==> src/cache_geom_pkg.sv <==
`default_nettype none

package cache_geom_pkg;

   // Default geometry, overridable at the top level
   parameter int ADDR_W_DEF   = 16;  // Byte address width of the data space
   parameter int DATA_W_DEF   = 32;  // Host and memory word width
   parameter int NLINES_W_DEF = 4;   // log2 of the line count

   // Bytes per word and the byte-select bits dropped from word addresses
   parameter int NBYTES   = DATA_W_DEF / 8;
   parameter int NBYTES_W = $clog2(NBYTES);

endpackage

`default_nettype wire

==> src/cache_ctrl_pkg.sv <==
`default_nettype none

package cache_ctrl_pkg;

   // Sequencer states
   typedef enum logic [1:0] {
      IDLE   = 2'd0,  // Waiting for a data request
      LOOKUP = 2'd1,  // Tag compare on the registered address
      REFILL = 2'd2,  // Read miss, word fetch from memory
      WRITE  = 2'd3   // Write-through to memory
   } cache_state_e;

   // Word offsets inside the control space
   parameter int CTRL_ADDR_W = 3;

   typedef enum logic [CTRL_ADDR_W-1:0] {
      READ_HIT   = 3'd0,  // Counter
      READ_MISS  = 3'd1,  // Counter
      WRITE_HIT  = 3'd2,  // Counter
      WRITE_MISS = 3'd3,  // Counter
      WTB_EMPTY  = 3'd4,  // No back-end write pending
      INVALIDATE = 3'd5,  // Command, clears all valid bits
      CNT_RESET  = 3'd6   // Command, clears all counters
   } ctrl_reg_e;

endpackage

`default_nettype wire

==> src/cache_front_end.sv <==
`timescale 1ns/1ps
`default_nettype none

module cache_front_end #(
   parameter int ADDR_W = 16,
   parameter int DATA_W = 32
) (
   input  wire                                  clk,
   input  wire                                  rst,
   // Host port
   input  wire                                  req,
   input  wire [ADDR_W-cache_geom_pkg::NBYTES_W:0] addr,   // Top bit selects control space
   input  wire [DATA_W-1:0]                     wdata,
   input  wire [DATA_W/8-1:0]                   wstrb,
   output logic [DATA_W-1:0]                    rdata,
   output logic                                 ack,
   // Routed requests
   output logic                                 data_req,
   output logic                                 ctrl_req,
   // Held copy of the request
   output logic                                 req_reg,
   output logic [ADDR_W-cache_geom_pkg::NBYTES_W-1:0] addr_reg,
   output logic [DATA_W-1:0]                    wdata_reg,
   output logic [DATA_W/8-1:0]                  wstrb_reg,
   output logic [cache_ctrl_pkg::CTRL_ADDR_W-1:0] ctrl_addr,
   // Responses
   input  wire                                  data_ack,
   input  wire [DATA_W-1:0]                     data_rdata,
   input  wire                                  ctrl_ack,
   input  wire [DATA_W-1:0]                     ctrl_rdata
);

   localparam int WA_W = ADDR_W - cache_geom_pkg::NBYTES_W;  // Data space word address

   logic sel_reg;  // Held request targets control space
   logic ready;    // Free to take a new request

   // The ack cycle frees the slot, so the host may chain its next request
   assign ready = ~req_reg | ack;

   // Data path starts its lookup off the live request
   assign data_req = req & ready & ~addr[WA_W];

   assign ctrl_req  = req_reg & sel_reg;        // Control block sees the held copy
   assign ctrl_addr = addr_reg[cache_ctrl_pkg::CTRL_ADDR_W-1:0];

   // Response back to the host from the selected target
   assign ack   = sel_reg ? ctrl_ack : data_ack;
   assign rdata = sel_reg ? ctrl_rdata : data_rdata;

   always_ff @(posedge clk) begin
      if (rst) begin
         req_reg <= 1'b0;
         sel_reg <= 1'b0;
      end else if (ready) begin
         req_reg <= req;
         if (req)
            sel_reg <= addr[WA_W];
      end
   end

   // Payload held for the whole transaction
   always_ff @(posedge clk) begin
      if (ready && req) begin
         addr_reg  <= addr[WA_W-1:0];
         wdata_reg <= wdata;
         wstrb_reg <= wstrb;
      end
   end

endmodule

`default_nettype wire

==> src/cache_fsm.sv <==
`timescale 1ns/1ps
`default_nettype none

module cache_fsm #(
   parameter int ADDR_W   = 16,
   parameter int DATA_W   = 32,
   parameter int NLINES_W = 4
) (
   input  wire                        clk,
   input  wire                        rst,
   // From the front end
   input  wire                        data_req,
   input  wire                        req_reg,
   input  wire [ADDR_W-cache_geom_pkg::NBYTES_W-1:0] addr_reg,
   input  wire [DATA_W-1:0]           wdata_reg,
   input  wire [DATA_W/8-1:0]         wstrb_reg,
   output logic                       data_ack,
   output logic [DATA_W-1:0]          data_rdata,
   // Cache memory
   output logic [NLINES_W-1:0]        lookup_idx,
   output logic [ADDR_W-cache_geom_pkg::NBYTES_W-NLINES_W-1:0] tag_in,
   input  wire                        hit,
   input  wire [DATA_W-1:0]           hit_data,
   output logic                       fill_en,
   output logic [DATA_W-1:0]          fill_data,
   output logic                       wr_en,
   output logic [DATA_W/8-1:0]        wr_strb,
   output logic [DATA_W-1:0]          wr_data,
   // Back-end port
   output logic                       be_req,
   output logic [ADDR_W-cache_geom_pkg::NBYTES_W-1:0] be_addr,
   output logic [DATA_W-1:0]          be_wdata,
   output logic [DATA_W/8-1:0]        be_wstrb,
   input  wire [DATA_W-1:0]           be_rdata,
   input  wire                        be_ack,
   // Events for the controller
   output logic                       read_hit,
   output logic                       read_miss,
   output logic                       write_hit,
   output logic                       write_miss,
   output logic                       write_idle
);

   localparam int WA_W = ADDR_W - cache_geom_pkg::NBYTES_W;

   cache_ctrl_pkg::cache_state_e state;

   logic is_write;  // Any strobe bit set
   logic serve;     // Lookup cycle of a live request

   assign is_write = |wstrb_reg;
   assign serve    = (state == cache_ctrl_pkg::LOOKUP) && req_reg;

   // Index and tag straight off the held address
   assign lookup_idx = addr_reg[NLINES_W-1:0];
   assign tag_in     = addr_reg[WA_W-1:NLINES_W];

   // Refill lands with the memory answer
   assign fill_en   = (state == cache_ctrl_pkg::REFILL) && be_ack;
   assign fill_data = be_rdata;

   // Line update on a write hit, checked again in case of an invalidate
   assign wr_en   = (state == cache_ctrl_pkg::WRITE) && be_ack && hit;
   assign wr_strb = wstrb_reg;
   assign wr_data = wdata_reg;

   // One strobe per served request
   assign read_hit   = serve & ~is_write &  hit;
   assign read_miss  = serve & ~is_write & ~hit;
   assign write_hit  = serve &  is_write &  hit;
   assign write_miss = serve &  is_write & ~hit;

   assign write_idle = (state != cache_ctrl_pkg::WRITE);  // Low while a write waits on memory

   always_ff @(posedge clk) begin
      if (rst) begin
         state    <= cache_ctrl_pkg::IDLE;
         be_req   <= 1'b0;
         data_ack <= 1'b0;
      end else begin
         data_ack <= 1'b0;  // Single-cycle pulse
         case (state)
            cache_ctrl_pkg::IDLE:
               if (data_req)
                  state <= cache_ctrl_pkg::LOOKUP;
            cache_ctrl_pkg::LOOKUP: begin
               if (!req_reg) begin
                  state <= cache_ctrl_pkg::IDLE;
               end else if (is_write) begin
                  be_req <= 1'b1;                    // Write always goes through
                  state  <= cache_ctrl_pkg::WRITE;
               end else if (hit) begin
                  data_ack <= 1'b1;
                  state    <= cache_ctrl_pkg::IDLE;
               end else begin
                  be_req <= 1'b1;                    // Fetch the missing word
                  state  <= cache_ctrl_pkg::REFILL;
               end
            end
            cache_ctrl_pkg::REFILL,
            cache_ctrl_pkg::WRITE:
               if (be_ack) begin
                  be_req   <= 1'b0;
                  data_ack <= 1'b1;
                  state    <= cache_ctrl_pkg::IDLE;
               end
            default:
               state <= cache_ctrl_pkg::IDLE;
         endcase
      end
   end

   // Read data and back-end payload
   always_ff @(posedge clk) begin
      if (serve) begin
         be_addr  <= addr_reg;
         be_wdata <= wdata_reg;
         be_wstrb <= is_write ? wstrb_reg : '0;  // Zero strobe marks a read
         if (!is_write && hit)
            data_rdata <= hit_data;
      end else if (fill_en) begin
         data_rdata <= be_rdata;                 // Miss returns the memory word
      end
   end

endmodule

`default_nettype wire

==> src/cache_memory.sv <==
`timescale 1ns/1ps
`default_nettype none

module cache_memory #(
   parameter int ADDR_W   = 16,
   parameter int DATA_W   = 32,
   parameter int NLINES_W = 4
) (
   input  wire                        clk,
   input  wire                        rst,
   input  wire                        invalidate,  // Clears every line
   // Lookup
   input  wire [NLINES_W-1:0]         lookup_idx,
   input  wire [ADDR_W-cache_geom_pkg::NBYTES_W-NLINES_W-1:0] tag_in,
   output logic                       hit,
   output logic [DATA_W-1:0]          hit_data,
   // Refill, whole word
   input  wire                        fill_en,
   input  wire [DATA_W-1:0]           fill_data,
   // Write hit, byte merge
   input  wire                        wr_en,
   input  wire [DATA_W/8-1:0]         wr_strb,
   input  wire [DATA_W-1:0]           wr_data
);

   localparam int NLINES = 2 ** NLINES_W;
   localparam int TAG_W  = ADDR_W - cache_geom_pkg::NBYTES_W - NLINES_W;
   localparam int NBYTES = DATA_W / 8;

   logic [TAG_W-1:0]  tag_mem  [NLINES];
   logic [DATA_W-1:0] data_mem [NLINES];
   logic [NLINES-1:0] valid;

   // Direct-mapped compare
   assign hit      = valid[lookup_idx] && (tag_mem[lookup_idx] == tag_in);
   assign hit_data = data_mem[lookup_idx];

   // Valid bits, invalidate wins over a fill in the same cycle
   always_ff @(posedge clk) begin
      if (rst || invalidate)
         valid <= '0;
      else if (fill_en)
         valid[lookup_idx] <= 1'b1;
   end

   always_ff @(posedge clk) begin
      if (fill_en) begin
         tag_mem[lookup_idx]  <= tag_in;
         data_mem[lookup_idx] <= fill_data;
      end else if (wr_en) begin
         for (int b = 0; b < NBYTES; b++) begin
            if (wr_strb[b])
               data_mem[lookup_idx][8*b +: 8] <= wr_data[8*b +: 8];  // Only strobed bytes
         end
      end
   end

endmodule

`default_nettype wire

==> src/cache_control.sv <==
`timescale 1ns/1ps
`default_nettype none

module cache_control #(
   parameter int DATA_W = 32
) (
   input  wire                                  clk,
   input  wire                                  rst,
   // Control space access
   input  wire                                  ctrl_req,
   input  wire [cache_ctrl_pkg::CTRL_ADDR_W-1:0] ctrl_addr,
   output logic                                 ctrl_ack,
   output logic [DATA_W-1:0]                    ctrl_rdata,
   // Events from the sequencer
   input  wire                                  read_hit,
   input  wire                                  read_miss,
   input  wire                                  write_hit,
   input  wire                                  write_miss,
   input  wire                                  write_idle,
   output logic                                 invalidate
);

   cache_ctrl_pkg::ctrl_reg_e offset;

   logic              access;      // First cycle of a held request
   logic [3:0]        inc;         // Counter increments, in offset order
   logic [DATA_W-1:0] cnt [4];     // Hit and miss counters

   assign offset = cache_ctrl_pkg::ctrl_reg_e'(ctrl_addr);
   assign access = ctrl_req & ~ctrl_ack;  // Request stays high through the ack cycle
   assign inc    = {write_miss, write_hit, read_miss, read_hit};

   always_ff @(posedge clk) begin
      if (rst) begin
         ctrl_ack   <= 1'b0;
         invalidate <= 1'b0;
         for (int i = 0; i < 4; i++)
            cnt[i] <= '0;
      end else begin
         ctrl_ack   <= access;
         // Command offsets act on any access to them
         invalidate <= access && (offset == cache_ctrl_pkg::INVALIDATE);
         for (int i = 0; i < 4; i++) begin
            if (access && (offset == cache_ctrl_pkg::CNT_RESET))
               cnt[i] <= '0;
            else if (inc[i] && (cnt[i] != '1))
               cnt[i] <= cnt[i] + 1'b1;  // Saturate at all ones
         end
      end
   end

   // Register read mux
   always_ff @(posedge clk) begin
      if (access) begin
         case (offset)
            cache_ctrl_pkg::READ_HIT:   ctrl_rdata <= cnt[0];
            cache_ctrl_pkg::READ_MISS:  ctrl_rdata <= cnt[1];
            cache_ctrl_pkg::WRITE_HIT:  ctrl_rdata <= cnt[2];
            cache_ctrl_pkg::WRITE_MISS: ctrl_rdata <= cnt[3];
            cache_ctrl_pkg::WTB_EMPTY:  ctrl_rdata <= {{(DATA_W-1){1'b0}}, write_idle};
            default:                    ctrl_rdata <= '0;  // Commands read back zero
         endcase
      end
   end

endmodule

`default_nettype wire

==> src/wt_cache.sv <==
`timescale 1ns/1ps
`default_nettype none

module wt_cache #(
   parameter int ADDR_W   = cache_geom_pkg::ADDR_W_DEF,
   parameter int DATA_W   = cache_geom_pkg::DATA_W_DEF,
   parameter int NLINES_W = cache_geom_pkg::NLINES_W_DEF
) (
   input  wire                        clk,
   input  wire                        rst,
   // Host port
   input  wire                        req,
   input  wire [ADDR_W-cache_geom_pkg::NBYTES_W:0] addr,
   input  wire [DATA_W-1:0]           wdata,
   input  wire [DATA_W/8-1:0]         wstrb,
   output logic [DATA_W-1:0]          rdata,
   output logic                       ack,
   // Memory port
   output logic                       be_req,
   output logic [ADDR_W-cache_geom_pkg::NBYTES_W-1:0] be_addr,
   output logic [DATA_W-1:0]          be_wdata,
   output logic [DATA_W/8-1:0]        be_wstrb,
   input  wire [DATA_W-1:0]           be_rdata,
   input  wire                        be_ack,
   // Chain to neighboring caches
   input  wire                        invalidate_in,
   output logic                       invalidate_out,
   input  wire                        wtb_empty_in,
   output logic                       wtb_empty_out
);

   localparam int WA_W  = ADDR_W - cache_geom_pkg::NBYTES_W;
   localparam int TAG_W = WA_W - NLINES_W;

   logic                   data_req, data_ack, ctrl_req, ctrl_ack, req_reg;
   logic [WA_W-1:0]        addr_reg;
   logic [DATA_W-1:0]      wdata_reg, data_rdata, ctrl_rdata;
   logic [DATA_W/8-1:0]    wstrb_reg;
   logic [cache_ctrl_pkg::CTRL_ADDR_W-1:0] ctrl_addr;
   logic [NLINES_W-1:0]    lookup_idx;
   logic [TAG_W-1:0]       tag_in;
   logic                   hit, fill_en, wr_en;
   logic [DATA_W-1:0]      hit_data, fill_data, wr_data;
   logic [DATA_W/8-1:0]    wr_strb;
   logic                   read_hit, read_miss, write_hit, write_miss, write_idle;
   logic                   invalidate;

   assign invalidate_out = invalidate | invalidate_in;  // Local or upstream flush
   assign wtb_empty_out  = write_idle & wtb_empty_in;

   cache_front_end #(.ADDR_W(ADDR_W), .DATA_W(DATA_W)) u_front_end (
      .clk, .rst, .req, .addr, .wdata, .wstrb, .rdata, .ack,
      .data_req, .ctrl_req, .req_reg, .addr_reg, .wdata_reg, .wstrb_reg, .ctrl_addr,
      .data_ack, .data_rdata, .ctrl_ack, .ctrl_rdata
   );

   cache_fsm #(.ADDR_W(ADDR_W), .DATA_W(DATA_W), .NLINES_W(NLINES_W)) u_fsm (
      .clk, .rst, .data_req, .req_reg, .addr_reg, .wdata_reg, .wstrb_reg,
      .data_ack, .data_rdata,
      .lookup_idx, .tag_in, .hit, .hit_data,
      .fill_en, .fill_data, .wr_en, .wr_strb, .wr_data,
      .be_req, .be_addr, .be_wdata, .be_wstrb, .be_rdata, .be_ack,
      .read_hit, .read_miss, .write_hit, .write_miss, .write_idle
   );

   cache_memory #(.ADDR_W(ADDR_W), .DATA_W(DATA_W), .NLINES_W(NLINES_W)) u_memory (
      .clk, .rst,
      .invalidate (invalidate_out),  // Chain flush reaches the arrays too
      .lookup_idx, .tag_in, .hit, .hit_data,
      .fill_en, .fill_data, .wr_en, .wr_strb, .wr_data
   );

   cache_control #(.DATA_W(DATA_W)) u_control (
      .clk, .rst, .ctrl_req, .ctrl_addr, .ctrl_ack, .ctrl_rdata,
      .read_hit, .read_miss, .write_hit, .write_miss, .write_idle,
      .invalidate
   );

endmodule

`default_nettype wire

==> config.mk <==
export PLATFORM = sky130hd
export DESIGN_NAME = wt_cache
export DESIGN_NICKNAME = d
export VERILOG_FILES = /design/src/cache_geom_pkg.sv /design/src/cache_ctrl_pkg.sv /design/src/cache_front_end.sv /design/src/cache_fsm.sv /design/src/cache_memory.sv /design/src/cache_control.sv /design/src/wt_cache.sv
export SDC_FILE = /design/constraint.sdc
export NUM_CORES = 1
export LEC_CHECK = 0
export ABC_CLOCK_PERIOD_IN_PS = 6900
export BUFFER_PORTS_ARGS = -buffer_cell sky130_fd_sc_hd__clkbuf_2
export CAP_MARGIN = 0
export CELL_PAD_IN_SITES_DETAIL_PLACEMENT = 0
export CELL_PAD_IN_SITES_GLOBAL_PLACEMENT = 2
export CORE_MARGIN = 5
export CORE_UTILIZATION = 40
export CTS_CLUSTER_DIAMETER = 50
export DETAILED_ROUTE_END_ITERATION = 10
export PLACE_DENSITY_LB_ADDON = 0.1
export REMOVE_ABC_BUFFERS = 1
export SYNTH_ARGS = -nofsm -noshare
export SYNTH_HDL_FRONTEND = slang
export SYNTH_SLANG_ARGS = --single-unit
==> constraint.sdc <==
create_clock -name clk -period 6.9 [get_ports clk]
set_input_delay 1.38 -clock clk [delete_from_list [all_inputs] [get_ports clk]]
set_output_delay 1.38 -clock clk [all_outputs]
set_load 0.05 [all_outputs]
==> flow_metrics.py <==
metrics = {
    "min_path": {
        "hp-start": "u_memory.valid[7]",
        "hold_path_depth": 1,
        "min_path_type": "reg2reg",
        "holdPathEnd": "u_memory.valid[7]",
    },
    "setup_path": {
        "r2r_cells": 10,
        "critical_path_arrival_ps": 4850,
        "cp_max_fo": 32,
        "path_delay_family": "compound AO/OA/AOI/OAI gates",
        "critical_path_required_ps": 7200,
        "cp_cell_sequence": "buf_4 > mux2i_1 > a22o_1 > a221oi_1 > xnor2_1 > o211ai_1 > nor4_4 > nand4_1 > buf_4 > a21oi_1",
        "cp-end-kind": "register",
        "worstReg2RegEnd": "u_memory.data_mem[3][28]",
        "worstSetupPathType": "reg2reg",
        "cpMostUsedCell": "buf_4",
        "r2r_setup_slack_ps": 2360,
        "startpoint_type": "register",
        "worst-path-buf-inv": 2,
        "slowest_stage": "a21oi_1",
        "slowest_delay_ps": 830,
    },
    "sta": {
        "finalSetupViolCount": 0,
        "hold_violations": 0,
        "fmax_mhz": 220,
        "fin_crit_sh_pct": 65.9,
        "skew_ps": 41.4,
        "tns_ps": 0,
        "worst_slew_margin_rel_pct": 12.7,
        "worstMarginPinSlew_ps": 1310,
        "fin_crit_ps": 4540,
        "rsz0062_at_grt": "no",
        "drv_slew": 0,
    },
    "power": {
        "irDropWorstVdd_mv": 0.199,
        "clkPwrFrac_pct": 45.6,
        "p_sw_share_pct": 22.1,
        "p_leak_nw": 15.5,
        "seq_power_share_pct": 49.3,
        "p_per_area_mw_per_mm2": 289,
        "total_power_mw": 13.7,
        "p_comb_share_pct": 5.1,
        "p_int_mw": 10.7,
        "p_switching_mw": 3.03,
    },
    "logic_synthesis": {
        "synth-seq-cells": 992,
        "post-synth-top-area-cell": "edfxtp_1",
        "yosys.area.top_type_share_pct": 70.3,
        "synthArstFlopShare_pct": 0,
        "synth-edff-count": 964,
        "syn_area_mm2": 0.0411,
        "synth_cells": 2291,
        "ys_types": 55,
        "ys_seq_area_share_pct": 71.7,
        "synth_common_cells": "edfxtp_1, mux4_2, nor2_1",
        "ys_warn_count": 0,
        "post-synth-top-count-cell": "edfxtp_1",
        "synth-main-ff-cell": "edfxtp_1",
        "yosys-top-cells-area": "edfxtp_1, mux4_2, mux2_2",
        "avgSynthCellArea_um2": 18.0,
    },
    "cells_and_area": {
        "stdcell_count": 3973,
        "top_regs": "u_memory.data_mem x512, u_memory.tag_mem x160, u_control.cnt x128",
        "area_delta_synth_final_pct": 15.6,
        "largest_register_ffs": 512,
        "top_register": "u_memory.data_mem",
        "nets": 2598,
        "drive_gt1_share_pct": 29.0,
        "fillers": 8716,
    },
    "floorplanning": {
        "fp.dieH_um": 331,
        "rows": 117,
        "core_area_mm2": 0.102,
        "die_area_mm2": 0.109,
        "die_w_um": 331,
        "initial_core_util_pct": 40.3,
        "ios": 175,
    },
    "clock_network": {
        "cts_buffers": 119,
        "cts.sinks": 992,
        "cts_resized": 0,
        "htreeDepth": 3,
        "cts_buffer_depth": 3,
        "root_buffer": "clkbuf_16",
        "cts_tree": "built",
        "clkTransAtPathRegs_ps": 60,
        "holdBufCountCts": 0,
        "insertion_delay_ps": 710,
        "post_cts_buffers": 0,
    },
    "detailed_routing": {
        "drt_iter0_markers": 1780,
        "antenna_left": 0,
        "dr.pass1.iters": 4,
        "via_per_inst": 5.49,
        "drc": 0,
        "detail_route.wirelength_um": 109000,
        "dr_total_vias": 21800,
        "routedWlPerCell_um": 27.5,
    },
    "global_routing": {
        "grt_usage_pct": 19.9,
        "grt_antenna_before_repair": 3,
        "grt_pass1_vias": 22600,
        "grt_overflow": 0,
        "grt_pass1_wl_um": 159000,
        "grt_max_degree": 59,
    },
    "placement": {
        "dp_hpwl_um": 72800,
        "port_buffers": 174,
        "place.gp.congestion": 0.778,
        "place_inst": 3752,
    },
    "status": {
        "status": "completed",
    },
    "run": {
        "cap_violations": 0,
    },
}
how the worst max path moves through the flow:
stage | startpoint | to | slack (ps) | cells past startpoint
2_1_floorplan | u_front_end.addr_reg[0] | u_control.cnt[3][0] | -2690 | 7
3_3_place_gp | register | u_memory.data_mem[2][24] | 2310 | 9
3_5_place_dp | register | u_memory.data_mem[3][26] | 2250 | 10
4_1_cts | register | u_memory.data_mem[1][25] | 2220 | 10
5_1_grt | register | u_memory.data_mem[1][28] | 2070 | 9
6_report | register | u_memory.data_mem[3][28] | 2360 | 10
per-stage QoR:
stage / instance area (um2) / utilization, % / worst slack [ps] / hold slack, ps
after floorplan: 40600 / - / -2690 / 430
after detailed placement: 43600 / 42.7 / 2250 / 453
after CTS: 47600 / 46.6 / 2220 / 466
after global routing: 47600 / 46.6 / 2070 / 476
after global placement: 43600 / 42.7 / 2310 / 442
final: 47600 / 46.6 / 2360 / 466
routing by layer:
metal	routed length (um)	GRT usage, %	vias up
met5	0	0	-
met2	52300	32.3	626
li1	-	-	9659
met3	6380	3.67	128
met1	48000	27.9	11400
met4	2410	5.40	0
cell type report:
| class | count | area (um2) | area share [%] |
|---|---|---|---|
| diodes | 1 | 2.50 | 0.00526 |
| clock buffers | 139 | 3100 | 6.51 |
| clock inverters | 81 | 870 | 1.83 |
| inverters | 15 | 57.6 | 0.121 |
| multi-input cells | 1158 | 11100 | 23.4 |
| flip-flops and latches | 992 | 29500 | 62.0 |
| well taps | 1368 | 1710 | 3.60 |
| repair buffers | 219 | 1210 | 2.54 |
cell usage in the layout (no fill, tap or decap), drive strengths merged, types with 4 or more instances in the layout:
master | Yosys | routed
a21oi | 71 | 71
a221o | 31 | 31
a22o | 35 | 35
a22oi | 8 | 8
and2 | 7 | 7
and3 | 34 | 34
and4 | 10 | 10
buf | 48 | 45
bufinv | 0 | 14
clkbuf | 78 | 313
clkinv | 0 | 45
clkinvlp | 0 | 12
dfxtp | 28 | 28
edfxtp | 964 | 964
ha | 4 | 4
inv | 15 | 25
mux2 | 140 | 140
mux2i | 48 | 48
mux4 | 188 | 188
nand2 | 82 | 82
nand2b | 6 | 6
nand3 | 65 | 65
nand4 | 29 | 29
nor2 | 164 | 164
nor2b | 12 | 12
nor3 | 17 | 17
nor4 | 19 | 19
o21a | 16 | 16
o21ai | 9 | 9
or3 | 4 | 4
xnor2 | 38 | 38
xor2 | 87 | 87
logic make-up after synthesis:
group / synth area share (%)
flops: 71.7
simple gates: 5.43
mux: 15.3
compound gates: 3.34
buf+inv: 1.45
xor+xnor: 2.66
fa+ha+maj: 0.122
power groups by stage:
stage | logic (mW) | registers [mW] | clock network, mW
3_3_place_gp | 0.711 | 6.90 | 0
3_5_place_dp | 0.717 | 6.90 | 0
4_1_cts | 0.720 | 6.78 | 6.40
2_1_floorplan | 0.422 | 6.93 | 0
6_report | 0.705 | 6.77 | 6.26
5_1_grt | 0.756 | 6.78 | 6.69
Note: power is estimated with default switching activity, not from simulation.
